===== src/logic/pdp8Pkg.sv =====
/*
 * Shared types for the PDP-8/L style core.
 * Word, opcode and state encodings used by the RTL and the testbench.
 * Referenced everywhere by scoped names.
 */
package pdp8Pkg;

    typedef logic [11:0] word_t;    // machine word, also MA/PC/switch register
    typedef logic [2:0]  opcode_t;  // IR field, top three bits of the instruction

    // major states, one memory cycle each except HALT
    typedef enum logic [2:0] {
        HALT,
        FETCH,
        DEFER,
        EXEC,
        DEPOSIT,
        EXAMINE
    } majorState_t;

    // time states of one memory cycle
    typedef enum logic [2:0] {
        IDLE,
        TS1,    // read core into MB
        TS2,    // modify MB
        TS3,    // write MB back
        TS4     // finish, update registers
    } timeState_t;

    localparam opcode_t OP_AND = 3'd0;
    localparam opcode_t OP_TAD = 3'd1;
    localparam opcode_t OP_ISZ = 3'd2;
    localparam opcode_t OP_DCA = 3'd3;
    localparam opcode_t OP_JMS = 3'd4;
    localparam opcode_t OP_JMP = 3'd5;
    localparam opcode_t OP_IOT = 3'd6;  // no IO bus here, runs as a no-op
    localparam opcode_t OP_OPR = 3'd7;

endpackage


===== src/logic/memoryTiming.sv =====
/*
 * Time-state generator for the core memory cycle.
 * i_cycleStart kicks off TS1; each time state lasts PHASE_CYCLES clocks and
 * o_phaseEnd marks its last clock. A start at the end of TS4 chains cycles.
 */
module memoryTiming #(
    parameter int PHASE_CYCLES = 4
) (
    input  logic                CLOCK,
    input  logic                RESET,
    input  logic                i_cycleStart,
    output pdp8Pkg::timeState_t o_timeState,
    output logic                o_phaseEnd
);

    localparam int PW = $clog2(PHASE_CYCLES + 1);

    pdp8Pkg::timeState_t state;
    logic [PW-1:0]       phaseCount;
    logic                phaseDone;

    assign phaseDone = (state != pdp8Pkg::IDLE) && (phaseCount == PW'(PHASE_CYCLES - 1));

    always_ff @(posedge CLOCK) begin
        if (RESET) begin
            state      <= pdp8Pkg::IDLE;
            phaseCount <= '0;
        end else if (state == pdp8Pkg::IDLE) begin
            phaseCount <= '0;
            if (i_cycleStart)
                state <= pdp8Pkg::TS1;
        end else if (phaseDone) begin
            phaseCount <= '0;
            case (state)
                pdp8Pkg::TS1: state <= pdp8Pkg::TS2;
                pdp8Pkg::TS2: state <= pdp8Pkg::TS3;
                pdp8Pkg::TS3: state <= pdp8Pkg::TS4;
                default:      state <= i_cycleStart ? pdp8Pkg::TS1 : pdp8Pkg::IDLE;
            endcase
        end else begin
            phaseCount <= phaseCount + 1'b1;
        end
    end

    assign o_timeState = state;
    assign o_phaseEnd  = phaseDone;

endmodule


===== config.mk =====
export PLATFORM = sky130hd
export DESIGN_NAME = memoryTiming
export DESIGN_NICKNAME = d
export VERILOG_FILES = /design/src/logic/pdp8Pkg.sv /design/src/logic/memoryTiming.sv
export SDC_FILE = /design/constraint.sdc
export NUM_CORES = 1
export LEC_CHECK = 0
export BUFFER_PORTS_ARGS = -buffer_cell sky130_fd_sc_hd__clkbuf_2
export CAP_MARGIN = 25
export CORE_AREA = 2 2 39 41
export CTS_BUF_LIST = sky130_fd_sc_hd__clkbuf_4
export CTS_CLUSTER_SIZE = 30
export DETAILED_ROUTE_END_ITERATION = 10
export DIE_AREA = 0 0 41 43
export GPL_TIMING_DRIVEN = 0
export HOLD_SLACK_MARGIN = 0.02
export PLACE_DENSITY = 0.37
export REMOVE_ABC_BUFFERS = 1
export SETUP_SLACK_MARGIN = 0.15
export SYNTH_ARGS = -nofsm -noshare
export SYNTH_HDL_FRONTEND = slang
export SYNTH_SLANG_ARGS = --single-unit

===== constraint.sdc =====
create_clock -name CLOCK -period 1.4 [get_ports CLOCK]
set_clock_uncertainty 0.05 [all_clocks]
set_input_delay 0.28 -clock CLOCK [delete_from_list [all_inputs] [get_ports CLOCK]]
set_output_delay 0.28 -clock CLOCK [all_outputs]
set_load 0.05 [all_outputs]

== After elaboration in Yosys (flattened, before gate mapping) ==
Cells that the tools add are included.

* Add/sub/neg operators: 1
* Eq/ne operators: 5
* Multiplexer cells: 5
* Reduce and logical (&&, ||, !) cells: 6

{| class="wikitable"
|+ Operators by type and width
! cell !! number
|-
| 3-bit by 2-bit == test with 1-bit output, second input constant || 3
|-
| 3-bit two-way mux || 3
|-
| 3-bit one-hot mux with 3 select lines || 1
|-
| 3-bit by 1-bit adder with 3-bit output, second input constant || 1
|-
| 3-bit by 1-bit == test with 1-bit output, second input constant || 1
|-
| 3-bit logical NOT || 1
|-
| 3-bit nonzero test || 1
|-
| 3-bit OR reduction || 1
|-
| 2-bit inequality test, second input constant || 1
|-
| 2-bit AND reduction || 1
|-
| 2-bit nonzero test || 1
|-
| 1-bit logical AND || 1
|-
| 1-bit two-way mux || 1
|}

* Register bits: 6

== Depth between registers and ports, before layout ==
Gate-level depths: netlist of run 1.

* Depth after elaboration: 4
* Gate-level depth with buffers: 5

== Worst setup path before layout of run 1 ==
Ideal clock, no wire load.

* Path type: reg-to-output
* Start: register state[2] (netlist: o_timeState[2])
* End: output port o_phaseEnd
* Arrival time: 1.608 ns
* Path slack: -0.538 ns
* Stages on the path, launching flop included: 3
* Path through: dfxtp_1 > nor3_1 > nor2b_1

* Cells in the longest elaborated chain, start to end: 2

{| class="wikitable"
|+ RTL lines
! element !! RTL line !! text
|-
| from (decl) || memoryTiming.sv:18 || <nowiki>pdp8Pkg::timeState_t state;</nowiki>
|-
| from (signal assigned) || memoryTiming.sv:26 || <nowiki>state <= pdp8Pkg::IDLE;</nowiki>
|-
| from (signal assigned) || memoryTiming.sv:31 || <nowiki>state <= pdp8Pkg::TS1;</nowiki>
|-
| from (signal assigned) || memoryTiming.sv:35 || <nowiki>pdp8Pkg::TS1: state <= pdp8Pkg::TS2;</nowiki>
|-
| 3-bit nonzero test || memoryTiming.sv:22 || <nowiki>assign phaseDone = (state != pdp8Pkg::IDLE) && (phaseCount == PW'(PHASE_CYCLES - 1));</nowiki>
|-
| 1-bit logical AND || memoryTiming.sv:22 ||
|-
| to (decl) || memoryTiming.sv:13 || <nowiki>output logic o_phaseEnd</nowiki>
|}

Every way passes these cells.

== Worst setup path after layout of run 1 ==
* Start: register phaseCount[0]
* End: output port o_phaseEnd

* Cells in the longest elaborated chain, start to end: 2

{| class="wikitable"
|+ RTL lines
! element !! RTL line !! text
|-
| from (decl) || memoryTiming.sv:19 || <nowiki>logic [PW-1:0] phaseCount;</nowiki>
|-
| from (signal assigned) || memoryTiming.sv:41 || <nowiki>phaseCount <= phaseCount + 1'b1;</nowiki>
|-
| 3-bit by 2-bit == test with 1-bit output || memoryTiming.sv:22 ||
|-
| 1-bit logical AND || memoryTiming.sv:22 ||
|}

Every way passes these cells.

==> out/results.txt, run 1 <==
period utilisation layout - 1.06
gpl congestion - 0.625
initial antenna violation count - 0
Mapped Cells - 27
total wire length - 730 um
Synth Register Bits - 6
pins over their slew limit - 0
area grow syn2layout - 61.9%
Async S/R FF share, synth - 0
setup violators final - 2
gr usage total - 0.101
Final nets - 44
Mapped Area - 283 um^2
FF-to-FF setup slack - -10 ps
Clock Sinks - 6
RSZ-0062 raised after global routing - yes
vias per cell - 4.92
status - complete, but fails checks
Hold Path Depth - 2
Synth area leaders - dfxtp_1 42%, ha_1 8.8%, nand4b_1 6.2%
Core Region - 0.00138 mm^2
vias in the first global route - 243
dpl hpwl - 413 um
I/O pins - 7
final hold slack - 252 ps
largest net degree at the start of global routing - 11
Seq/Total Area, Yosys - 0.425
Routed wire per std cell - 13.8 um
min Tclk post-route - 1490 ps
Detail Route Antenna Nets - 0
failing checks - negative setup slack
die height - 43 um
Synth Warn # - 0
peak supply drop - 390 uV
FMAX - 0.672 GHz
fin worst setup slack - -89.1 ps
clock insertion delay at the later pin of the skew report - 250 ps
DIE AREA - 0.00176 mm^2
DR DRC count - 0
PnR Total Power - 445 uW
Fillers - 143
Distinct cells, synth - 18
layout cells sized above 1 - 0.649
CP startpoint kind - register
cell with the most instances after synthesis - dfxtp_1
biggest area consumer among synthesized cells - dfxtp_1
Pleak - 0.154 nW
port bufs - 6
post-synth top area share - 0.425
Critical Path End Type - output port
first-pass GRT wire length - 1070 um
top cells by count, synth - 6 x dfxtp_1, 2 x ha_1, 2 x nand4b_1, 2 x nor4_1, 2 x or3b_1
number of synthesized flops with an enable pin - 0
total number of vias - 261
Worst-path clk slew - 50 ps
Worst Path Arrival - 1160 ps
slew margin rel. - 0.843
CTS max path bufs - 2
Final Hold Vio Count - 0
Hold-fix buffers, CTS - 0
largest fanout on the critical path - 2
starting density of the core - 0.204
CTS HTree Levels - 1
CTS Buf Count - 3
die width - 41 um
drt pass-1 iters - 2
HP Class - input port to register
Core Rows - 14
critical path type - register to output port
syn avg cell area - 10.5 um^2
worst slew pin tran - 234 ps
TritonCTS clock tree - built
register area - 126 um^2
drt first-iter violations - 2
Clock Tree Root - clkbuf_4
cell count of the worst reg-to-reg path - 5
Required @ worst endpoint - 1070 ps
main flop type after synthesis - dfxtp_1
Max-Cap Viols - 0
Cell Pwr Density - 971 mW/mm^2
global route overflow - 0
Diodes inserted - 0
post-layout util - 0.331
Multi-input gate area - 210 um^2
==> final timing paths <==
path / startpoint / to
worst min-delay path: RESET / o_timeState[2]$_SDFFE_PP0P_
worst max-delay path: phaseCount[0]$_SDFF_PP0_ / o_phaseEnd
worst min register to register: phaseCount[0]$_SDFF_PP0_ / phaseCount[0]$_SDFF_PP0_
worst max register to register: phaseCount[0]$_SDFF_PP0_ / o_timeState[0]$_SDFFE_PP0P_
==> layout make-up <==
class                           instances  area share
Inverter                                1     0.00820
Tap cell                               16      0.0437
Clock buffer                            3      0.0492
Multi-Input combinational cell         19       0.459
Timing Repair Buffer                    8       0.164
Sequential cell                         6       0.276
==> cells by family after synthesis <==
group                    Yosys count  synth area share
AND/OR/NAND/NOR                   13             0.354
flip-flops                         6             0.425
AO/OA/AOI/OAI                      3            0.0664
buffers and inverters              2            0.0309
adder cells (fa/ha/maj)            2            0.0885
multiplexers                       1            0.0354
==> layer usage <==
metal | wire length (um) | vias to the layer above | track usage
met1 | 283 | 127 | 0.114
met2 | 398 | 7 | 0.128
met5 | 0 | - | 0
met3 | 36 | 2 | 0.0471
met4 | 12 | 0 | 0.100
li1 | - | 125 | -
==> sequential cells by signal, summed over array words and instances (netlist names) <==
signal       count
phaseCount       3
o_timeState      3
==> through the flow <==
stage	worst slack (ps)	cell area [um^2]	std cells	TNS [ps]
after floorplan	-538	278	26	-538
after detailed placement	-204	328	48	-242
after global placement	-174	328	48	-174
after CTS	-108	443	53	-108
final	-89.1	458	53	-103
after global routing	-121	458	53	-155
==> power breakdown <==
part           internal (mW)  leakage, nW  switching [mW]  total [mW]
clock                 0.0977       0.0138          0.0726       0.170
sequential             0.182       0.0510          0.0142       0.196
combinational         0.0375       0.0893          0.0409      0.0783
==> what timing repair did <==
| item | CTS | global route |
|---|---|---|
| resized for setup | 19 | 6 |
| setup buffers | 2 | 0 |
| endpoints found under the setup margin | 8 | 7 |
| pin swaps | 4 | 0 |
==> layout by cell type, fill, tap and decap left out <==
master,netlist,routed
dfxtp_2,0,5
clkbuf_4,0,3
buf_4,0,3
nor4_1,2,2
nand4b_1,2,2
ha_4,0,2
clkbuf_2,0,2
clkbuf_8,0,2
inv_1,1,1
nor3_4,0,1
nor2b_4,0,1
nor4b_2,0,1
or2b_2,1,1
or3b_1,2,1
nand4bb_1,1,1
a31oi_1,1,1
mux2i_1,1,1
or3_1,1,1
or3b_4,0,1
o211ai_1,1,1
nand2b_1,1,1
a21oi_2,0,1
buf_8,0,1
dfxtp_1,6,1
==> critical path, cell delays in order (launching register included) <==
cell and delay (ps):
dfxtp_2 330, ha_4 160, ha_4 150, nor2b_4 120, buf_8 150
(Power assumes the default switching activity.)
==> run 2: changes to the inputs <==
Settings changed: PLACE_DENSITY 0.37 to 0.49, SKIP_LAST_GASP set to 1.
==> out/results.txt, run 2 (synthesis results as in run 1) <==
first-pass GRT wire length - 1180 um
die width - 41 um
die height - 43 um
RSZ-0062 raised after global routing - yes
Clock Tree Root - clkbuf_4
total wire length - 693 um
gpl congestion - 0.641
CTS HTree Levels - 1
Max-Cap Viols - 0
final setup TNS - -108 ps
port bufs - 6
Fillers - 141
peak supply drop - 379 uV
Diodes inserted - 0
slew margin rel. - 0.852
dpl hpwl - 367 um
commonest non-fill, non-tap cells in the layout - 5 x dfxtp_2, 3 x clkbuf_4, 3 x clkbuf_8, 3 x buf_6, 3 x buf_4
Pleak - 0.184 nW
slowest stage delay, CP - 330 ps
TritonCTS clock tree - built
worst path cell trace - ha_4 > ha_4 > nor2b_4 > buf_8
largest fanout on the critical path - 2
layout cells sized above 1 - 0.732
CTS max path bufs - 2
Final Hold Vio Count - 0
vias per cell - 4.65
post-layout util - 0.386
Final nets - 48
starting density of the core - 0.204
Hold-fix buffers, CTS - 0
Clock Sinks - 6
CP max stage cell - dfxtp_2
pre-CTS worst setup slack - -220 ps
global route overflow - 0
most common cell after layout, fill and taps aside - dfxtp_2
min Tclk post-route - 1480 ps
Critical Path End Type - output port
Routed wire per std cell - 12.2 um
critical path type - register to output port
failing checks - negative setup slack
Most common cell on crit path - ha_4
HP Class - input port to register
setup violators final - 2
largest net degree at the start of global routing - 9
vias in the first global route - 305
drt pass-1 iters - 1
status - complete, but fails checks
period utilisation layout - 1.05
Cell Pwr Density - 834 mW/mm^2
Worst-path clk slew - 50 ps
Required @ worst endpoint - 1070 ps
drt first-iter violations - 0
DR DRC count - 0
worst slew pin tran - 221 ps
CTS Buf Count - 3
gr usage total - 0.101
I/O pins - 7
initial antenna violation count - 0
Core Region - 0.00138 mm^2
Core Rows - 14
total number of vias - 265
Detail Route Antenna Nets - 0
CP startpoint kind - register
Worst Path Arrival - 1150 ps
FMAX - 0.677 GHz
clock insertion delay at the later pin of the skew report - 240 ps
DIE AREA - 0.00176 mm^2
pins over their slew limit - 0
Buf/Inv on CP - 1
area grow syn2layout - 88.9%
kind of cell adding the most delay to the critical path - flip-flops
fin worst setup slack - -76.7 ps
run 2: per-stage QoR:
step | instance area (um^2) | std cells | hold WS (ps) | total power, mW
after floorplan | 278 | 26 | 299 | 0.225
after global placement | 328 | 48 | 375 | 0.241
after detailed placement | 328 | 48 | 375 | 0.241
after CTS | 489 | 56 | 258 | 0.435
after global routing | 534 | 57 | 289 | 0.468
final | 534 | 57 | 284 | 0.446
run 2: final timing paths:
check,cells past startpoint,slack (ps),start,endpoint
min,2,280,RESET,o_timeState[2]$_SDFFE_PP0P_
max,4,-80,phaseCount[0]$_SDFF_PP0_,o_phaseEnd
min reg2reg,2,470,phaseCount[0]$_SDFF_PP0_,phaseCount[0]$_SDFF_PP0_
max reg2reg,6,-30,phaseCount[0]$_SDFF_PP0_,o_timeState[0]$_SDFFE_PP0P_
run 2: final cells by class:
type / instances / area, um^2 / share of cell area
clock buffers: 3 / 22.5 / 0.0422
inverters: 1 / 3.75 / 0.00703
multi-input cells: 19 / 239 / 0.447
flip-flops and latches: 6 / 126 / 0.237
well taps: 16 / 20.0 / 0.0375
repair buffers: 12 / 123 / 0.230
run 2: per-layer routing:
metal / vias to the layer above / GRT usage / part of all wire
met3: 0 / 0.0366 / 0.046
met1: 125 / 0.114 / 0.44
met2: 6 / 0.153 / 0.51
li1: 134 / - / -
met4: 0 / 0.0600 / 0
met5: - / 0 / 0
run 2: what timing repair did:
action                                  in CTS  in global routing
endpoints found under the setup margin       7                  7
pin swaps                                    6                  5
gates resized for setup                     24                  7
buffers inserted                             5                  1
run 2: where the power goes:
| group | switching [mW] | internal [mW] |
|---|---|---|
| clock network | 0.0628 | 0.0970 |
| registers | 0.0151 | 0.182 |
| logic | 0.0445 | 0.0440 |
