## src/logic/pdp8Pkg.sv

```systemverilog
/*
 * Shared types for the PDP-8/L style core.
 * Word, opcode and state encodings used by the RTL and the testbench.
 * Referenced everywhere by scoped names.
 */
package pdp8Pkg;

    typedef logic [11:0] word_t;    // machine word, also MA/PC/switch register
    typedef logic [2:0]  opcode_t;  // IR field, top three bits of the instruction

    // major states, one memory cycle each except HALT
    typedef enum logic [2:0] {
        HALT,
        FETCH,
        DEFER,
        EXEC,
        DEPOSIT,
        EXAMINE
    } majorState_t;

    // time states of one memory cycle
    typedef enum logic [2:0] {
        IDLE,
        TS1,    // read core into MB
        TS2,    // modify MB
        TS3,    // write MB back
        TS4     // finish, update registers
    } timeState_t;

    localparam opcode_t OP_AND = 3'd0;
    localparam opcode_t OP_TAD = 3'd1;
    localparam opcode_t OP_ISZ = 3'd2;
    localparam opcode_t OP_DCA = 3'd3;
    localparam opcode_t OP_JMS = 3'd4;
    localparam opcode_t OP_JMP = 3'd5;
    localparam opcode_t OP_IOT = 3'd6;  // no IO bus here, runs as a no-op
    localparam opcode_t OP_OPR = 3'd7;

endpackage

```

## src/logic/operateUnit.sv

```systemverilog
/*
 * Combinational datapath for the operate groups and the TAD adder.
 * Works from MB as the instruction (or operand) and the current AC/LINK.
 */
module operateUnit (
    input  pdp8Pkg::word_t i_mb,
    input  pdp8Pkg::word_t i_ac,
    input  pdp8Pkg::word_t i_switches,
    input  logic           i_link,
    output pdp8Pkg::word_t o_group1Ac,
    output logic           o_group1Link,
    output logic           o_group2Skip,
    output pdp8Pkg::word_t o_group2Ac,
    output pdp8Pkg::word_t o_tadAc,
    output logic           o_tadLink
);

    pdp8Pkg::word_t rawAc;
    logic           rawLink;

    // TAD, carry out of AC complements LINK
    assign {o_tadLink, o_tadAc} = {i_link, i_ac} + {1'b0, i_mb};

    ////////////////////////////////////////
    // group 1
    ////////////////////////////////////////

    always_comb begin
        // CLA/CLL first, then CMA/CML, then IAC across LINK
        {rawLink, rawAc} = {(i_mb[6] ? 1'b0 : i_link) ^ i_mb[4],
                            (i_mb[7] ? 12'o0000 : i_ac) ^ (i_mb[5] ? 12'o7777 : 12'o0000)}
                           + {12'd0, i_mb[0]};
        case (i_mb[3:1])
            3'd1:    {o_group1Link, o_group1Ac} = {rawLink, rawAc[5:0], rawAc[11:6]};  // BSW
            3'd2:    {o_group1Link, o_group1Ac} = {rawAc, rawLink};                    // RAL
            3'd3:    {o_group1Link, o_group1Ac} = {rawAc[10:0], rawLink, rawAc[11]};   // RTL
            3'd4:    {o_group1Link, o_group1Ac} = {rawAc[0], rawLink, rawAc[11:1]};    // RAR
            3'd5:    {o_group1Link, o_group1Ac} = {rawAc[1:0], rawLink, rawAc[11:2]};  // RTR
            default: {o_group1Link, o_group1Ac} = {rawLink, rawAc};                    // no rotate
        endcase
    end

    ////////////////////////////////////////
    // group 2
    ////////////////////////////////////////

    assign o_group2Skip = ((i_mb[6] & i_ac[11])         // SMA
                         | (i_mb[5] & (i_ac == '0))     // SZA
                         | (i_mb[4] & i_link))          // SNL
                         ^ i_mb[3];                     // reverse sense

    // CLA then OSR
    assign o_group2Ac = (i_mb[7] ? 12'o0000 : i_ac) | (i_mb[2] ? i_switches : 12'o0000);

endmodule

```

## config.mk

```make
export PLATFORM = sky130hd
export DESIGN_NAME = operateUnit
export DESIGN_NICKNAME = d
export VERILOG_FILES = /design/src/logic/pdp8Pkg.sv /design/src/logic/operateUnit.sv
export SDC_FILE = /design/constraint.sdc
export NUM_CORES = 1
export LEC_CHECK = 0
export BUFFER_PORTS_ARGS = -buffer_cell sky130_fd_sc_hd__buf_2
export CAP_MARGIN = 15
export CORE_UTILIZATION = 51
export DETAILED_ROUTE_END_ITERATION = 10
export PLACE_DENSITY = 0.82
export SLEW_MARGIN = 20
export SYNTH_ARGS = -nofsm -noshare
export SYNTH_HDL_FRONTEND = slang
export SYNTH_SLANG_ARGS = --single-unit
export TNS_END_PERCENT = 10
```

## constraint.sdc

```tcl
create_clock -name vclk -period 7.4
set_input_delay 1.48 -clock vclk [all_inputs]
set_output_delay 1.48 -clock vclk [all_outputs]
set_load 0.01 [all_outputs]
```

After elaboration in Yosys (flattened, before gate mapping) --
Index checks and enable logic that the tools add are counted. Widths: inputs -> output; s select.
Storage, ports and cells: register bits after elaboration 0, input port bits 37, output and inout bits 39, logic and storage cells 23
Cells by class: $add $sub $neg 2, eq/ne operators 5, multiplexer cells 6, bitwise operators 9, reductions and logical operators 1
Operators by type and width (number):
- $pmux 12 s5 | 1
- $mux 12 | 3
- $add 13x1->13 | 1
- $add 13x12->13 | 1
- $logic_not 12->1 | 1
- $or 12x12->12 | 1
- $xor 12x12->12 | 1
- $eq 3x2->1 const B | 2
- $eq 3x3->1 const B | 2
- $pmux 1 s4 | 1
- $and 1x1->1 | 3
- $eq 3x1->1 const B | 1
- $or 1x1->1 | 2
- $xor 1x1->1 | 2
- $mux 1 | 1

Logic depth before layout (Yosys ltp) --
Gate-level depths: netlist of the first run.
depth in word-level cells 5, gate-level depth with buffers 14, gate-level depth less buffers 12

Worst setup path before layout of the first run --
OpenSTA, ideal clock, no wires.
path type input to output, from input port i_mb[5], to output port o_group1Ac[6], data arrival time 3.863 ns, required time 5.920 ns, slack 2.057 ns, stages on the path 13, path buffers 3, cells stage by stage buf_6 buf_6 buf_4 xnor2_1 ha_1 ha_1 inv_1 and3_1 nor4_2 inv_1 mux4_2 o22ai_1 nor2_1
On the way: word-level cells in the longest chain between the ends 4
Ends and longest elaborated chain:
- start: declaration | line operateUnit.sv:6 | input pdp8Pkg::word_t i_mb,
- $mux 12 | line operateUnit.sv:31 | (i_mb[7] ? 12'o0000 : i_ac) ^ (i_mb[5] ? 12'o7777 : 12'o0000)}
- $xor 12x12->12 | line operateUnit.sv:31
- $add 13x1->13 | line operateUnit.sv:32 | + {12'd0, i_mb[0]};
- $pmux 12 s5 | line operateUnit.sv:33 | case (i_mb[3:1])
- end: declaration | line operateUnit.sv:10 | output pdp8Pkg::word_t o_group1Ac,
No other way between the ends.

Worst setup path in the final report of the first run --
Ends and elaborated chain as after synthesis.

==> results of run 1 <==
stage by stage:
step | std cells | utilization | instance area, um2 | hold slack, ns | setup WS [ns]
6_report | 417 | 0.639 | 2430 | 3.24 | 1.57
5_1_grt | 417 | 0.639 | 2430 | 3.25 | 1.27
4_1_cts | 417 | 0.639 | 2430 | 3.24 | 1.62
3_5_place_dp | 417 | 0.639 | 2430 | 3.24 | 1.63
3_3_place_gp | 417 | 0.639 | 2430 | 3.24 | 1.71
2_1_floorplan | 312 | - | 2110 | 3.05 | 2.06
area by class of cell:
type / count / area [um2]
multi-input combinational: 280 / 1940
fill: 377 / 1370
timing repair buffer: 76 / 380
tap: 48 / 60.1
inverter: 13 / 48.8
path summary, 6_finish.rpt:
kind                 startpoint             to  cells after the start  slack (ns)
setup / recovery        i_mb[5]  o_group1Ac[6]                     12        1.57
hold / removal    i_switches[8]  o_group2Ac[8]                      4        3.24
routing by layer:
| metal | part of all wire | vias to the layer above | track usage |
|---|---|---|---|
| li1 | - | 1277 | - |
| met1 | 0.45 | 1143 | 0.381 |
| met2 | 0.46 | 144 | 0.446 |
| met3 | 0.088 | 6 | 0.0172 |
| met4 | 0.0039 | 0 | 0.0452 |
| met5 | 0 | - | 0 |
kinds of logic after synthesis:
kind of cell / count (synthesis) / synth area share
mux: 6 / 0.0345
xor+xnor: 31 / 0.133
simple gates: 117 / 0.278
buf+inv: 32 / 0.0790
compound gates: 110 / 0.377
fa+ha+maj: 16 / 0.0986
synth_stat cells (4+ instances only):
| master | count | area, um2 |
|---|---|---|
| o21ai_0 | 18 | 90.1 |
| inv_1 | 11 | 41.3 |
| nand2b_1 | 6 | 37.5 |
| a211oi_1 | 4 | 30.0 |
| o31ai_1 | 4 | 30.0 |
| o21bai_1 | 7 | 52.6 |
| mux2i_1 | 5 | 50.1 |
| nand2_1 | 45 | 169 |
| xnor2_1 | 20 | 175 |
| a21oi_1 | 28 | 140 |
| buf_2 | 4 | 20.0 |
| and3_1 | 4 | 25.0 |
| clkbuf_1 | 7 | 26.3 |
| buf_6 | 5 | 56.3 |
| ha_1 | 15 | 188 |
| nand3_1 | 7 | 35.0 |
| a21o_1 | 10 | 75.1 |
| nor3_1 | 12 | 60.1 |
| nor2_1 | 23 | 86.3 |
| xor2_1 | 10 | 87.6 |
where the power goes:
part	switching (uW)	total, uW	internal (uW)
sequential	0	0	0
combinational	128	218	89.9
clock	0	0	0
total	128	218	89.9
==> flow_summary.yaml, run 1 <==
timing:
  setup_viol: 0
  finalSetupTns_ns: 0
  tightest_slew_ns: 0.694
  hold_viol_final: 0
  min_period_ns: 5.83
  max_slew_margin: 0.534
  report.final.slew_viol_count: 0
  fin_crit_sh: 0.788
  rsz0062_at_grt: "false"
  fmax_ghz: 0.171
finish:
  regArea_um2: 0
  synthToLayoutAreaGrowth_pct: 15.3
  layout_common_cells: "buf_2 (76), nand2_1 (45), a21oi_1 (28)"
  n_antenna_cell: 0
  seq_cell_count: 0
  drive_above_1_share: 0.263
  layout_commonest_cell: "buf_2"
  final_nets: 424
  clock_buffers: 0
job:
  max-cap-violations: 0
critical_path:
  max_stage_delay_ns: 0.47
  critical_path.top_delay_family: "buffers and inverters"
  crit_buf_inv: 4
  cp.arrival_ns: 4.35
  crit_fanout: 32
  crit_path_end_kind: "primary output"
  crit_slowest_cell: "buf_2"
  path_cells: "buf_2, xnor2_1, ha_1, ha_1, inv_1, and3_1, nor4_2, inv_1, mux4_2, o22ai_1, nor2_1, buf_2"
  worstSetupPathType: "primary input to primary output"
  critPathLaunchType: "primary input"
  cp.required_ns: 5.92
routing:
  postRouteAntennaNets: 0
  vias: 2570
  wirelength_um: 5970
  detail_route.wl_per_cell_um: 14.3
  drtIter0Drc: 278
  drc: 0
  via_per_inst: 6.16
  dr.pass1.iters: 5
placed_design:
  io_buffers: 76
  place_congestion: 0.909
  hpwl_um: 4600
global_route:
  grt_max_degree: 41
  globalRouteTotalUtil: 0.269
  overflow: 0
  antenna_found_initial: 0
  grt_pass1_vias: 2194
  grt_pass1_wl_um: 9720
power_and_ir_drop:
  p_per_area_nw_per_um2: 89.7
  cellLeakagePower_uw: 0.00112
  total_power_uw: 218
  peakVddDrop_mv: 0.0739
die:
  die_x_um: 66.3
  rows: 22
  start_util: 0.554
  design.die.area_um2: 4390
  io_pins: 76
  core_area_um2: 3800
  die_h_um: 66.3
synth:
  synth_area_um2: 2110
  yosysWarningCount: 0
  synth.net_count: 365
  synth_cells: 312
  yosysSeqAreaShare: 0
  ys_types: 68
  avgSynthCellArea_um2: 6.75
clock_tree:
  holdBufCountCts: 0
  cts_resized: 0
  post_cts_buffers: 0
min_path:
  hp-class: "primary input to primary output"
run_status:
  status: "complete, no violations"
Note: power is estimated with default switching activity, not from simulation.
==> run 2: changes to the inputs <==
--- a/config.mk
+++ b/config.mk
@@ -7,9 +7,9 @@
 export LEC_CHECK = 0
 export BUFFER_PORTS_ARGS = -buffer_cell sky130_fd_sc_hd__buf_2
 export CAP_MARGIN = 15
-export CORE_UTILIZATION = 51
+export CORE_UTILIZATION = 48
 export DETAILED_ROUTE_END_ITERATION = 10
-export PLACE_DENSITY = 0.82
+export PLACE_DENSITY = 0.81
 export SLEW_MARGIN = 20
 export SYNTH_ARGS = -nofsm -noshare
 export SYNTH_HDL_FRONTEND = slang
==> constraint.sdc (replaced) <==
create_clock -name vclk -period 5.1
set_input_delay 1.02 -clock vclk [all_inputs]
set_output_delay 1.02 -clock vclk [all_outputs]
set_load 0.01 [all_outputs]
==> flow_summary.yaml, run 2 (synthesized netlist as in run 1, its figures left out) <==
clock_tree:
  cts_resized: 0
  post_cts_buffers: 0
  holdBufCountCts: 0
power_and_ir_drop:
  p_per_area_nw_per_um2: 131
  peakVddDrop_mv: 0.0900
  cellLeakagePower_uw: 0.00116
placed_design:
  hpwl_um: 4810
  placed_cells: 427
  io_buffers: 76
  place_congestion: 0.883
  place_area_um2: 2490
  dp_slack_ns: 0.239
routing:
  vias: 2640
  postRouteAntennaNets: 0
  detail_route.wl_per_cell_um: 14.6
  drtIter0Drc: 298
  via_per_inst: 6.18
  drc: 0
  dr.pass1.iters: 6
  wirelength_um: 6240
global_route:
  globalRouteTotalUtil: 0.271
  overflow: 0
  antenna_found_initial: 0
  grt_pass1_wl_um: 10100
  grt_pass1_vias: 2223
  grt_max_degree: 40
run_status:
  status: "complete, no violations"
finish:
  synthToLayoutAreaGrowth_pct: 18.8
  n_antenna_cell: 0
  layout_common_cells: "buf_2 (76), nand2_1 (45), a21oi_1 (28)"
  regArea_um2: 0
  design_area_um2: 2500
  final_nets: 432
  drive_above_1_share: 0.281
  layout_commonest_cell: "buf_2"
  seq_cell_count: 0
  n_fill_cell: 411
  instances_no_fill: 427
  clock_buffers: 0
critical_path:
  crit_slowest_cell: "a2111oi_0"
  cp.required_ns: 4.08
  crit_fanout: 20
  critical_path.top_delay_family: "buffers and inverters"
  crit_path_end_kind: "primary output"
  worstSetupPathType: "primary input to primary output"
  critPathLaunchType: "primary input"
  max_stage_delay_ns: 0.44
  crit_cells: 13
  endpoint: "o_group1Ac[1]"
  crit_buf_inv: 4
  path_cells: "buf_2, inv_2, nand2_1, xnor2_1, ha_2, ha_1, inv_1, nor4_4, nand2_1, xnor2_2, a2111oi_0, o21ai_1, buf_2"
  crit_start: "i_mb[7]"
  cp.arrival_ns: 3.87
die:
  die_x_um: 68.2
  core_area_um2: 4120
  die_h_um: 68.2
  rows: 23
  design.die.area_um2: 4660
  start_util: 0.512
  io_pins: 76
job:
  max-cap-violations: 0
timing:
  finalSetupTns_ns: 0
  fin_ws_ns: 0.213
  hold_viol_final: 0
  fmax_ghz: 0.205
  min_period_ns: 4.89
  tightest_slew_ns: 0.674
  setup_viol: 0
  max_slew_margin: 0.548
  report.final.slew_viol_count: 0
  fin_crit_sh: 0.958
min_path:
  whs_path_depth: 4
  hp-class: "primary input to primary output"
run 2: cell count changes in the layout (fill, tap and decap cells not counted):
cell / delta
ha_1: -1
buf_4: +8
ha_2: +1
nor4_4: +1
nor4_2: -1
run 2: worst min-delay path by stage:
stage | to | from | slack [ns]
2_1_floorplan | o_tadLink | i_link | 2.13
3_3_place_gp | o_group2Ac[5] | i_switches[5] | 2.32
3_5_place_dp | o_group2Ac[10] | i_switches[10] | 2.32
4_1_cts | o_group2Ac[3] | i_switches[3] | 2.32
5_1_grt | o_group2Ac[8] | i_switches[8] | 2.34
6_report | o_group2Ac[3] | i_switches[3] | 2.32
run 2: power by group:
part           internal, uW  switching (uW)  total, uW  leakage (uW)
clock network             0               0          0             0
logic                   138             189        327       0.00116
registers                 0               0          0             0
total                   138             189        327       0.00116
run 2: cell type report:
type	count	area (um2)	share of cell area
Inverter	13	48.8	0.0195
Multi-Input combinational cell	280	1950	0.779
Tap cell	50	62.6	0.0250
Timing Repair Buffer	84	440	0.176
run 2: metrics by stage:
step / power (uW) / utilization / hold slack (ns)
2_1_floorplan: 220 / - / 2.13
4_1_cts: 323 / 0.605 / 2.32
3_3_place_gp: 318 / 0.605 / 2.32
5_1_grt: 362 / 0.608 / 2.34
3_5_place_dp: 321 / 0.605 / 2.32
6_report: 327 / 0.608 / 2.32
run 2: metal layers:
metal	routed length (um)	part of all wire	global-route usage	up-vias
met5	0	0	0	-
met4	49	0.0078	0.0208	0
met3	495	0.079	0.0167	6
met2	2950	0.47	0.466	146
met1	2750	0.44	0.381	1196
li1	-	-	-	1292
run 2: tightest hold or removal path, stage by stage:
cell	delay, ns
buf_2	0.07
nand2_1	0.04
nand2_1	0.05
buf_2	0.12
==> run 3: changes to the inputs <==
--- a/config.mk
+++ b/config.mk
@@ -10,6 +10,7 @@
 export CORE_UTILIZATION = 48
 export DETAILED_ROUTE_END_ITERATION = 10
 export PLACE_DENSITY = 0.81
+export RECOVER_POWER = 50
 export SLEW_MARGIN = 20
 export SYNTH_ARGS = -nofsm -noshare
 export SYNTH_HDL_FRONTEND = slang
==> flow_summary.yaml, run 3 (synthesized netlist as in run 1, its figures left out) <==
finish:
  layout_common_cells: "buf_2 (72), nand2_1 (45), a21oi_1 (28)"
  n_antenna_cell: 0
  regArea_um2: 0
  clock_buffers: 0
  drive_above_1_share: 0.271
  seq_cell_count: 0
  final_nets: 432
  synthToLayoutAreaGrowth_pct: 18.6
  layout_commonest_cell: "buf_2"
die:
  core_area_um2: 4120
  die_x_um: 68.2
  rows: 23
  io_pins: 76
  design.die.area_um2: 4660
  die_h_um: 68.2
  start_util: 0.512
clock_tree:
  post_cts_buffers: 0
  holdBufCountCts: 0
  cts_resized: 0
global_route:
  grt_max_degree: 40
  antenna_found_initial: 0
  grt_pass1_wl_um: 10100
  globalRouteTotalUtil: 0.271
  overflow: 0
  grt_pass1_vias: 2223
timing:
  fin_crit_sh: 0.958
  fmax_ghz: 0.205
  min_period_ns: 4.88
  hold_viol_final: 0
  fin_ws_ns: 0.216
  max_slew_margin: 0.543
  report.final.slew_viol_count: 0
  tightest_slew_ns: 0.681
  setup_viol: 0
  finalSetupTns_ns: 0
critical_path:
  worstSetupPathType: "primary input to primary output"
  critPathLaunchType: "primary input"
  crit_fanout: 20
  crit_path_end_kind: "primary output"
  cp.required_ns: 4.08
  cp.arrival_ns: 3.86
routing:
  drc: 0
  dr.pass1.iters: 5
  postRouteAntennaNets: 0
  vias: 2635
  wirelength_um: 6260
  via_per_inst: 6.17
  detail_route.wl_per_cell_um: 14.7
  drtIter0Drc: 298
placed_design:
  dp_slack_ns: 0.239
  place_congestion: 0.883
  io_buffers: 76
  hpwl_um: 4810
power_and_ir_drop:
  peakVddDrop_mv: 0.0900
  cellLeakagePower_uw: 0.00115
  p_per_area_nw_per_um2: 131
  total_power_uw: 327
run_status:
  status: "complete, no violations"
min_path:
  hp-class: "primary input to primary output"
job:
  max-cap-violations: 0
run 3: critical path, stage by stage:
cell	delay, ns
buf_2	0.27
inv_2	0.15
nand2_1	0.12
xnor2_1	0.14
ha_2	0.28
ha_1	0.29
inv_1	0.16
nor4_4	0.34
nand2_1	0.15
xnor2_2	0.21
a2111oi_0	0.44
o21ai_1	0.12
buf_2	0.15
run 3: power breakdown:
part           switching (uW)  internal (uW)  total [uW]
registers                   0              0           0
clock network               0              0           0
logic                     189            138         327
run 3: area by class of cell:
| type | instances | area [um2] |
|---|---|---|
| Multi-Input combinational cell | 280 | 1950 |
| Fill cell | 414 | 1620 |
| Timing Repair Buffer | 84 | 435 |
| Tap cell | 50 | 62.6 |
| Inverter | 13 | 48.8 |
run 3: per-layer routing:
| metal | wire length, um | share of wire | global-route usage | vias up |
|---|---|---|---|---|
| li1 | - | - | - | 1291 |
| met1 | 2760 | 0.44 | 0.381 | 1193 |
| met5 | 0 | 0 | 0 | - |
| met4 | 49 | 0.0078 | 0.0208 | 0 |
| met3 | 494 | 0.079 | 0.0167 | 6 |
| met2 | 2960 | 0.47 | 0.466 | 145 |
run 3: path summary, 6_finish.rpt:
| check | depth (start not counted) | to | start |
|---|---|---|---|
| setup / recovery | 13 | o_group1Ac[1] | i_mb[7] |
| hold / removal | 4 | o_group2Ac[3] | i_switches[3] |
run 3: through the flow:
step / util / instances / hold slack [ns] / area, um2
4_1_cts: 0.605 / 427 / 2.32 / 2490
3_3_place_gp: 0.605 / 427 / 2.32 / 2490
5_1_grt: 0.607 / 427 / 2.34 / 2500
2_1_floorplan: - / 312 / 2.13 / 2110
3_5_place_dp: 0.605 / 427 / 2.32 / 2490
6_report: 0.607 / 427 / 2.32 / 2500
