[config.mk]
export PLATFORM = sky130hd
export DESIGN_NAME = consoleKeys_flat
export DESIGN_NICKNAME = d
export VERILOG_FILES = /design/src/logic/consoleKeyIf.sv /design/src/logic/consoleKeys.sv /design/src/flat_wrapper.sv
export SDC_FILE = /design/constraint.sdc
export NUM_CORES = 1
export LEC_CHECK = 0
export BUFFER_PORTS_ARGS = -buffer_cell sky130_fd_sc_hd__buf_2
export CAP_MARGIN = 20
export CORE_UTILIZATION = 35
export CTS_CLUSTER_DIAMETER = 150
export DETAILED_ROUTE_END_ITERATION = 10
export GPL_TIMING_DRIVEN = 0
export PLACE_DENSITY = 0.5
export SLEW_MARGIN = 20
export SYNTH_ARGS = -nofsm -noshare
export SYNTH_HDL_FRONTEND = slang
export SYNTH_SLANG_ARGS = --single-unit
[constraint.sdc]
create_clock -name CLOCK -period 1.72 [get_ports CLOCK]
set_input_delay 0.172 -clock CLOCK [delete_from_list [all_inputs] [get_ports CLOCK]]
set_output_delay 0.172 -clock CLOCK [all_outputs]
set_load 0.005 [all_outputs]
[src/logic/consoleKeyIf.sv]
/*
 * Front-panel key pulses from the debouncer to the major-state control.
 * Each line is a single-clock pulse after a debounced release.
 */
interface consoleKeyIf;

    logic loadAddr;     // LOAD ADDRESS
    logic deposit;
    logic examine;
    logic cont;         // CONTINUE
    logic start;

    modport source (output loadAddr, deposit, examine, cont, start);
    modport sink   (input  loadAddr, deposit, examine, cont, start);

endinterface

[src/logic/consoleKeys.sv]
/*
 * Debounce for the momentary panel switches.
 * A key acts on release, and only if some key was held DEBOUNCE_CYCLES clocks.
 * Pulses go out on the consoleKeyIf source side.
 */
module consoleKeys #(
    parameter int DEBOUNCE_CYCLES = 1000
) (
    input  logic          CLOCK,
    input  logic          RESET,
    input  logic          i_swLoadAddr,
    input  logic          i_swDeposit,
    input  logic          i_swExamine,
    input  logic          i_swContinue,
    input  logic          i_swStart,
    consoleKeyIf.source   keys
);

    localparam int CW = $clog2(DEBOUNCE_CYCLES + 1);

    logic [4:0]    sw;          // loadAddr, deposit, examine, cont, start
    logic [4:0]    prevSw;      // last sampled switch levels
    logic [4:0]    pulse;
    logic [CW-1:0] holdCount;
    logic          held;

    assign sw   = {i_swLoadAddr, i_swDeposit, i_swExamine, i_swContinue, i_swStart};
    assign held = (holdCount == CW'(DEBOUNCE_CYCLES));   // saturates here

    always_ff @(posedge CLOCK) begin
        if (RESET) begin
            holdCount <= '0;
            prevSw    <= '0;
            pulse     <= '0;
        end else begin
            if (sw == '0)
                holdCount <= '0;                    // all keys up, start over
            else if (!held)
                holdCount <= holdCount + 1'b1;
            prevSw <= sw;
            pulse  <= held ? (prevSw & ~sw) : '0;   // falling edge of a held key
        end
    end

    assign keys.loadAddr = pulse[4];
    assign keys.deposit  = pulse[3];
    assign keys.examine  = pulse[2];
    assign keys.cont     = pulse[1];
    assign keys.start    = pulse[0];

endmodule

[src/flat_wrapper.sv]
// flat-port wrapper written by rule: the top's interface ports become plain ports
module consoleKeys_flat 
#(
    parameter int DEBOUNCE_CYCLES = 1000
)
  (CLOCK, RESET, i_swLoadAddr, i_swDeposit, i_swExamine, i_swContinue, i_swStart, keys_loadAddr, keys_deposit, keys_examine, keys_cont, keys_start);
  consoleKeyIf keys_i ();
  input  logic CLOCK;
  input  logic RESET;
  input  logic i_swLoadAddr;
  input  logic i_swDeposit;
  input  logic i_swExamine;
  input  logic i_swContinue;
  input  logic i_swStart;
  output wire logic [$bits(keys_i.loadAddr)-1:0] keys_loadAddr;
  output wire logic [$bits(keys_i.deposit)-1:0] keys_deposit;
  output wire logic [$bits(keys_i.examine)-1:0] keys_examine;
  output wire logic [$bits(keys_i.cont)-1:0] keys_cont;
  output wire logic [$bits(keys_i.start)-1:0] keys_start;
  assign keys_loadAddr = keys_i.loadAddr;
  assign keys_deposit = keys_i.deposit;
  assign keys_examine = keys_i.examine;
  assign keys_cont = keys_i.cont;
  assign keys_start = keys_i.start;
  consoleKeys #(.DEBOUNCE_CYCLES(DEBOUNCE_CYCLES)) u_core (.CLOCK(CLOCK), .RESET(RESET), .i_swLoadAddr(i_swLoadAddr), .i_swDeposit(i_swDeposit), .i_swExamine(i_swExamine), .i_swContinue(i_swContinue), .i_swStart(i_swStart), .keys(keys_i));
endmodule
## Word-level counts from Yosys, hierarchy flattened

Cells that the tools add are included.

| storage, ports and cells | value |
|---|---|
| output and inout port bits | 5 |
| register bits after elaboration | 20 |
| input port bits | 7 |
| logic and storage cells | 11 |

| cells by class | value |
|---|---|
| reduce and logical (&&, ||, !) cells | 3 |
| equality and inequality tests | 1 |
| add/subtract/negate cells | 1 |
| bitwise gates (word level) | 3 |

Operator list:

| kind | count |
|---|---|
| $add A10 B1 Y10 const B | 1 |
| $eq A10 B10 Y1 const B | 1 |
| $and A5 B5 Y5 | 1 |
| $logic_not A5 Y1 | 1 |
| $not A5 Y5 | 1 |
| $reduce_or A2 Y1 | 2 |
| $not A1 Y1 | 1 |

## Logic depth before layout (Yosys ltp)

Gate-level depths: netlist of run 1.

| depth | value |
|---|---|
| word-level depth | 3 |
| gate-level depth with buffers | 5 |
| mapped depth without buffers | 5 |

## Worst setup path after synthesis of run 1

OpenSTA, ideal clock, no wires.

| timing | value |
|---|---|
| path kind | register to register |
| start point | register u_core.holdCount[0] |
| end point | register u_core.holdCount[8] |
| data arrival time | 1.160 ns |
| data required time | 1.650 ns |
| setup slack | 0.490 ns |
| stages on the path, launching flop included | 5 |
| cell sequence | dfxtp_1 -> ha_1 -> nand4_1 -> or3_1 -> a21oi_1 |

| on the way | value |
|---|---|
| longest elaborated chain between the ends | 1 |

RTL lines:

| item | RTL line | text |
|---|---|---|
| from (decl) | consoleKeys.sv:24 | `logic [CW-1:0] holdCount;` |
| from (signal assigned) | consoleKeys.sv:39 | `holdCount <= holdCount + 1'b1;` |
| $add A10 B1 Y10 or $eq A10 B10 Y1 (tied branches) | consoleKeys.sv:39, consoleKeys.sv:28 |  |

Parallel ways exist; a longest one is shown, timed or not.
A chain may end at the register's enable or synchronous reset.

## Final worst setup path of run 1

| timing | value |
|---|---|
| start point | register u_core.holdCount[0] |
| end point | register u_core.pulse[3] |

| on the way | value |
|---|---|
| longest elaborated chain between the ends | 3 |

RTL lines:

| item | RTL line | text |
|---|---|---|
| $eq A10 B10 Y1 | consoleKeys.sv:28 | `assign held = (holdCount == CW'(DEBOUNCE_CYCLES));` |
| $not A1 Y1 (no line) | - |  |
| $reduce_or A2 Y1 (no line) | - |  |
| to (signal assigned) | consoleKeys.sv:41 | `pulse <= held ? (prevSw & ~sw) : '0;` |
| to (decl) | consoleKeys.sv:23 | `logic [4:0] pulse;` |

Every way passes these cells.

==> results.ini, run 1 <==
[run_status]
run_status = finished, final reports clean

[critical_path]
buffer_and_inverter_count_on_the_worst_path = 1
worst_ep_arrival_time_ps = 1740
kind_of_critical_path = register to register
crit_family = simple AND/OR/NAND/NOR gates
cp_slowest_cell = nor4_2
critical_path.cell_chain = inv_1 > ha_1 > nand4b_1 > nor4_2 > and3b_1
worst_setup_sp_type = register
crit_path_max_fanout = 5
slowest_delay_ps = 390
critical_path_required_ps = 1970
cp-end-kind = register

[sta]
layout_min_cycle_time_ps = 1480
final.period_utilization_pct = 86.2
max_slew_vio_count = 0
clock-skew-final_ps = 2.82
worst_slew_pin_slew_ps = 443
max_clock_freq_ghz = 0.674
final-hold-violation-count = 0
worst_hold_slack_ps = 96.5
slew_headroom_pct = 70.2
unrepaired_setup_endpoints_after_global_routing = false
setup_ws_ps = 237
setup-violations-final = 0
setup_total_negative_slack_ps = 0

[cells_and_area]
final_cell_mix = 20 x dfxtp_1, 11 x buf_2, 7 x a21oi_1
insertedDiodeCount = 0
layout_overhead_on_the_synthesized_area_pct = 17.7
post_route_cells_drive_above_1_share_pct = 22.3
fillers = 226
design.final.nets = 104
mostFrequentLayoutCell = dfxtp_1

[logic_synthesis]
synth-seq-cells = 20
number_of_nets_produced_by_synthesis = 88
synth_warnings = 0
yosysSeqAreaShare_pct = 50.2
post_synth_instance_area_um2 = 798
syn_avg_cell_area_um2 = 10.1
post_synth_num_cell_types = 28
postSynthCellCount = 79

[pwr]
netSwitchingPower_uw = 181
vdd_drop_max_uv = 426
comb_power_share_pct = 5.5
swShare_pct = 19.8
p_clk_share_pct = 41.6
power.density_mw_per_mm2 = 973
sequentialPowerShare_pct = 52.9
cellInternalPower_uw = 733
total_leakage_power_uw = 0.000366

[route]
drt-wirelength-per-cell_um = 12.1
number_of_drc_violations_after_detailed_routing = 0
drt.antenna.violating_nets = 0
avgViaCountPerCell = 5.18
dr.first_iter.drc_count = 19
vias = 627
dr.pass1.iters = 3
detail_route.wirelength_um = 1460

[placed_design]
dp_hpwl_um = 1070
pre_cts_slack_ps = 210
buffer_ports.inserted = 11
place.gp.congestion = 0.844

[clock_tree]
cts_tree = yes
tritoncts.num_buffers = 3
htree_num_levels = 1
ctsLongestPathBuffers = 2
cts.hold.buffers_added = 0
cts-root-buf = clkbuf_4
cts_post_setup_buffers_inserted = 0
cts_resized = 0
clk_transition_reported_paths_ps = 110
clkLatencyLatePin_ps = 300
numClockSinks = 20

[global_route]
antenna_found_initial = 0
grt_pass1_vias = 596
grt_use_total_pct = 14.3
grt_start_max_net_pins = 13
first_pass_grt_wire_length_um = 2660
overflow = 0

[floorplanning]
die-area_mm2 = 0.00248
die_x_um = 49.8
site_row_count = 16
die-height_um = 49.8
floorplan.io_pins = 12
design.core.area_mm2 = 0.00204
initial_utilization_pct = 39.1

[run]
drv_cap = 0

[min_path]
worst_hold_path_type = input pin to register

## sequential cells by signal, summed over array words and instances (netlist names)
name,count
u_core.holdCount,10
u_core.prevSw,5
u_core.pulse,5
## routing by layer
metal | part of all wire, % | routed length, um | global-route usage [%]
met5 | 0 | 0 | 0
met4 | 1.8 | 26 | 7.14
met3 | 2.3 | 33 | 2.78
met2 | 45 | 653 | 21.2
met1 | 51 | 751 | 19.5
## power groups by stage
| stage | Combinational (uW) | Clock [uW] | Sequential [uW] |
|---|---|---|---|
| after floorplan | 31.2 | 0 | 491 |
| after global placement | 48.5 | 0 | 493 |
| after detailed placement | 51.0 | 0 | 494 |
| after CTS | 51.0 | 388 | 483 |
| after global routing | 60.1 | 416 | 485 |
| final | 50.1 | 381 | 483 |
## Yosys cell counts, drive strengths merged
cell type   n  share of area, %
or3         3               2.5
nand4b      1               1.1
and4        1               1.1
xor2        2               2.2
o31ai       3               2.8
nand2       2              0.94
nor2b       5               3.9
nand4       3               2.4
a31oi       1              0.78
nor4        2               2.4
nor3        1              0.63
o211ai      1              0.94
nor2        2              0.94
or4         3               2.8
inv         4               1.9
o21ai       3               1.9
ha          2               3.1
dfxtp      20                50
buf         1              0.94
nand2b      1              0.78
and3b       5               5.5
and4b       1               1.4
nand3       4               3.1
o21bai      1               1.4
a21oi       7               4.4
## cell families (layout without fill, tap and decap cells)
kind of cell             Yosys count  in the layout  synth area share (%)
buffers and inverters              5             20                  2.82
AO/OA/AOI/OAI                     16             16                  12.2
AND/OR/NAND/NOR                   34             34                  29.5
flip-flops                        20             20                  50.2
XOR/XNOR                           2              2                  2.19
adder cells (fa/ha/maj)            2              2                  3.13
## layout make-up
cell class                 instances  area (um^2)  share of cell area, %
sequential                        20          400                   42.6
multi-input combinational         54          375                   39.9
timing repair buffer              11         55.1                   5.86
tap                               27         33.8                   3.60
clock inverter                     1         30.0                   3.20
clock buffer                       3         22.5                   2.40
inverter                           4         15.0                   1.60
buffer                             1         7.51                  0.799
## stage by stage
| step | area [um^2] | util (%) | std cells | total power [uW] |
|---|---|---|---|---|
| floorplan | 798 | - | 79 | 523 |
| CTS | 940 | 46.0 | 121 | 922 |
| detailed placement | 887 | 43.4 | 117 | 545 |
| global route | 940 | 46.0 | 121 | 960 |
| finish | 940 | 46.0 | 121 | 914 |
| global placement | 887 | 43.4 | 117 | 542 |
## final timing paths
check / start / slack [ps] / depth (start not counted) / end
setup reg to reg: u_core.holdCount[0] / 240 / 5 / u_core.pulse[3]
hold reg to reg: u_core.prevSw[4] / 470 / 1 / u_core.pulse[4]
setup / recovery: u_core.holdCount[0] / 240 / 5 / u_core.pulse[3]
hold / removal: i_swLoadAddr / 100 / 2 / u_core.prevSw[4]
Note: power is estimated with default switching activity, not from simulation.
==> run 2, diff against run 1 <==
--- a/config.mk
+++ b/config.mk
@@ -8,6 +8,7 @@
 export BUFFER_PORTS_ARGS = -buffer_cell sky130_fd_sc_hd__buf_2
 export CAP_MARGIN = 20
 export CORE_UTILIZATION = 35
+export CTS_BUF_LIST = sky130_fd_sc_hd__clkbuf_8
 export CTS_CLUSTER_DIAMETER = 150
 export DETAILED_ROUTE_END_ITERATION = 10
 export GPL_TIMING_DRIVEN = 0
==> constraint.sdc (replaced) <==
create_clock -name CLOCK -period 1.45 [get_ports CLOCK]
set_input_delay 0.145 -clock CLOCK [delete_from_list [all_inputs] [get_ports CLOCK]]
set_output_delay 0.145 -clock CLOCK [all_outputs]
set_load 0.005 [all_outputs]
==> run 2 against run 1 <==
Global-route usage unchanged. Wire length increased by 3.8%. Critical path depth unchanged. Non-clock buffer count increased by 3. Sequential power increased by 19%. Register-to-register slack got worse by 190 ps. Die area unchanged. Flip-flop and latch count unchanged. Worst setup slack got worse by 190 ps.
==> results.ini, run 2 (synthesis results as in run 1) <==
[run_status]
run_status = finished, final reports clean  ; unchanged

[sta]
final.period_utilization_pct = 96.8  ; was 86.2%
worst_slew_pin_slew_ps = 444  ; was 443 ps
max_clock_freq_ghz = 0.712  ; was 0.674 GHz
worst_hold_slack_ps = 119  ; was 96.5 ps
final-hold-violation-count = 0  ; unchanged
slew_headroom_pct = 70.4  ; was 70.2%
setup-violations-final = 0  ; unchanged
max_slew_vio_count = 0  ; unchanged
setup_total_negative_slack_ps = 0  ; unchanged
layout_min_cycle_time_ps = 1400  ; was 1480 ps
unrepaired_setup_endpoints_after_global_routing = true  ; was false
clock-skew-final_ps = 3.14  ; was 2.82 ps

[global_route]
first_pass_grt_wire_length_um = 2660  ; about the same
grt_use_total_pct = 14.3  ; unchanged
grt_start_max_net_pins = 13  ; unchanged
overflow = 0  ; unchanged
grt_pass1_vias = 595  ; was 596
antenna_found_initial = 0  ; unchanged

[clock_tree]
clkLatencyLatePin_ps = 250  ; was 300 ps
cts_tree = yes  ; unchanged
ctsLongestPathBuffers = 2  ; unchanged
cts-root-buf = clkbuf_8  ; was clkbuf_4
cts.hold.buffers_added = 0  ; unchanged
tritoncts.num_buffers = 3  ; unchanged
numClockSinks = 20  ; unchanged
clk_transition_reported_paths_ps = 70  ; was 110 ps
htree_num_levels = 1  ; unchanged

[critical_path]
startpoint = u_core.holdCount[1]  ; was u_core.holdCount[0]
critical_path_required_ps = 1650  ; was 1970 ps
regToRegSetupSlack_ps = 50  ; was 240 ps
r2r_start = u_core.holdCount[1]  ; was u_core.holdCount[0]
slowest_delay_ps = 370  ; was 390 ps
r2r_end = u_core.pulse[1]  ; was u_core.pulse[3]
cp-end-kind = register  ; unchanged
worst_ep_arrival_time_ps = 1610  ; was 1740 ps
kind_of_critical_path = register to register  ; unchanged
critical_path.cell_chain = inv_4 > ha_4 > nand4b_1 > nor4_4 > and3b_1  ; was inv_1 > ha_1 > nand4b_1 > nor4_2 > and3b_1
crit_path_max_fanout = 5  ; unchanged
worst_setup_sp_type = register  ; unchanged
cp_slowest_cell = dfxtp_4  ; was nor4_2
worst-r2r-cell-count = 5  ; unchanged

[route]
drt.antenna.violating_nets = 0  ; unchanged
vias = 638  ; was 627
drt-wirelength-per-cell_um = 12.3  ; was 12.1 um
dr.pass1.iters = 4  ; was 3
number_of_drc_violations_after_detailed_routing = 0  ; unchanged
detail_route.wirelength_um = 1520  ; was 1460 um
avgViaCountPerCell = 5.15  ; was 5.18
dr.first_iter.drc_count = 7  ; was 19

[placed_design]
dp_hpwl_um = 1070  ; unchanged
numPlacedInstances = 117  ; unchanged
buffer_ports.inserted = 11  ; unchanged
place.gp.congestion = 0.844  ; unchanged

[cells_and_area]
post_layout_nonfiller_instances = 124  ; was 121
layout_overhead_on_the_synthesized_area_pct = 28.2  ; was 17.7%
mostFrequentLayoutCell = dfxtp_1  ; unchanged
insertedDiodeCount = 0  ; unchanged
largest_register_ffs = 10  ; unchanged
largestRegisters = u_core.holdCount (10), u_core.prevSw (5), u_core.pulse (5)  ; unchanged
final_cell_mix = 17 x dfxtp_1, 11 x buf_2, 7 x a21oi_1  ; was 20 x dfxtp_1, 11 x buf_2, 7 x a21oi_1
post_route_cells_drive_above_1_share_pct = 30.9  ; was 22.3%
fillers = 216  ; was 226
finalCoreUtilization_pct = 50.1  ; was 46.0%
max_flop_register = u_core.holdCount  ; unchanged
design.final.nets = 107  ; was 104

[pwr]
p_clk_share_pct = 45.9  ; was 41.6%
swShare_pct = 19.3  ; was 19.8%
power.density_mw_per_mm2 = 1170  ; was 973 mW/mm^2
vdd_drop_max_uv = 514  ; was 426 uV
netSwitchingPower_uw = 231  ; was 181 uW
total_leakage_power_uw = 0.000390  ; was 0.000366 uW
cellInternalPower_uw = 964  ; was 733 uW
sequentialPowerShare_pct = 48.2  ; was 52.9%
comb_power_share_pct = 5.9  ; was 5.5%

[min_path]
worst_hold_path_type = input pin to register  ; unchanged
worstHoldPathCells = 2  ; unchanged
holdCritStartpoint = i_swLoadAddr  ; unchanged
min_delay_worst_endpoint = u_core.prevSw[4]  ; unchanged

[floorplanning]
die-height_um = 49.8  ; unchanged
die-area_mm2 = 0.00248  ; unchanged
site_row_count = 16  ; unchanged
design.core.area_mm2 = 0.00204  ; unchanged
initial_utilization_pct = 39.1  ; unchanged
floorplan.io_pins = 12  ; unchanged
die_x_um = 49.8  ; unchanged

[run]
drv_cap = 0  ; unchanged

-- run 2: cell count changes in the layout (fill, tap and decap cells not counted), moves of 2 or more --
cell and change:
clkbuf_8 +3, inv_1 -2, dfxtp_1 -3, inv_4 +2
clkbuf_4 -3, dfxtp_4 +2, buf_4 +3
-- run 2: area by class of cell --
class                           count  area (um^2)  area share, %
Sequential cell                    20          409           40.0
Multi-Input combinational cell     54          404           39.5
Timing Repair Buffer               14         77.6           7.58
Clock buffer                        3         41.3           4.03
Tap cell                           27         33.8           3.30
Clock inverter                      1         30.0           2.93
Inverter                            4         20.0           1.96
Buffer                              1         7.51          0.733
-- run 2: power groups by stage --
stage	sequential (uW)	clock, uW	combinational, uW
6_report	576	548	70.7
5_1_grt	578	589	82.8
4_1_cts	573	557	60.5
3_5_place_dp	586	0	60.6
3_3_place_gp	585	0	57.5
2_1_floorplan	583	0	37.0
-- run 2: routing by layer --
metal	global-route usage [%]	vias to the layer above	routed length, um
met5	0	-	0
met4	7.14	0	13
met3	2.78	2	59
met2	21.2	12	696
met1	19.5	299	750
li1	-	325	-
-- run 2: critical path: cells and delay by family, from the launching register on --
family | cells | cell delay, ps
fa+ha+maj | 1 | 130
simple gates | 3 | 790
flops | 1 | 370
buf+inv | 1 | 60
-- run 2: worst max path at each step --
| stage | end | slack, ps | cells past startpoint |
|---|---|---|---|
| 2_1_floorplan | u_core.holdCount[8] | 220 | 4 |
| 3_3_place_gp | u_core.holdCount[0] | -40 | 4 |
| 3_5_place_dp | u_core.holdCount[0] | -30 | 4 |
| 4_1_cts | u_core.pulse[3] | 1 | 5 |
| 5_1_grt | u_core.pulse[4] | -30 | 5 |
| 6_report | u_core.pulse[1] | 50 | 5 |
-- run 2: what timing repair did --
item	in CTS	in global routing
resized for setup	0	13
setup endpoints to repair	0	8
setup buffers	0	3
-- run 2: per-stage QoR --
stage	total power (uW)	instance area, um^2	setup slack [ps]
6_report	1200	1020	46.5
3_3_place_gp	642	887	-36.5
3_5_place_dp	646	887	-32.9
5_1_grt	1250	1020	-26.6
4_1_cts	1190	958	1.42
2_1_floorplan	620	798	220
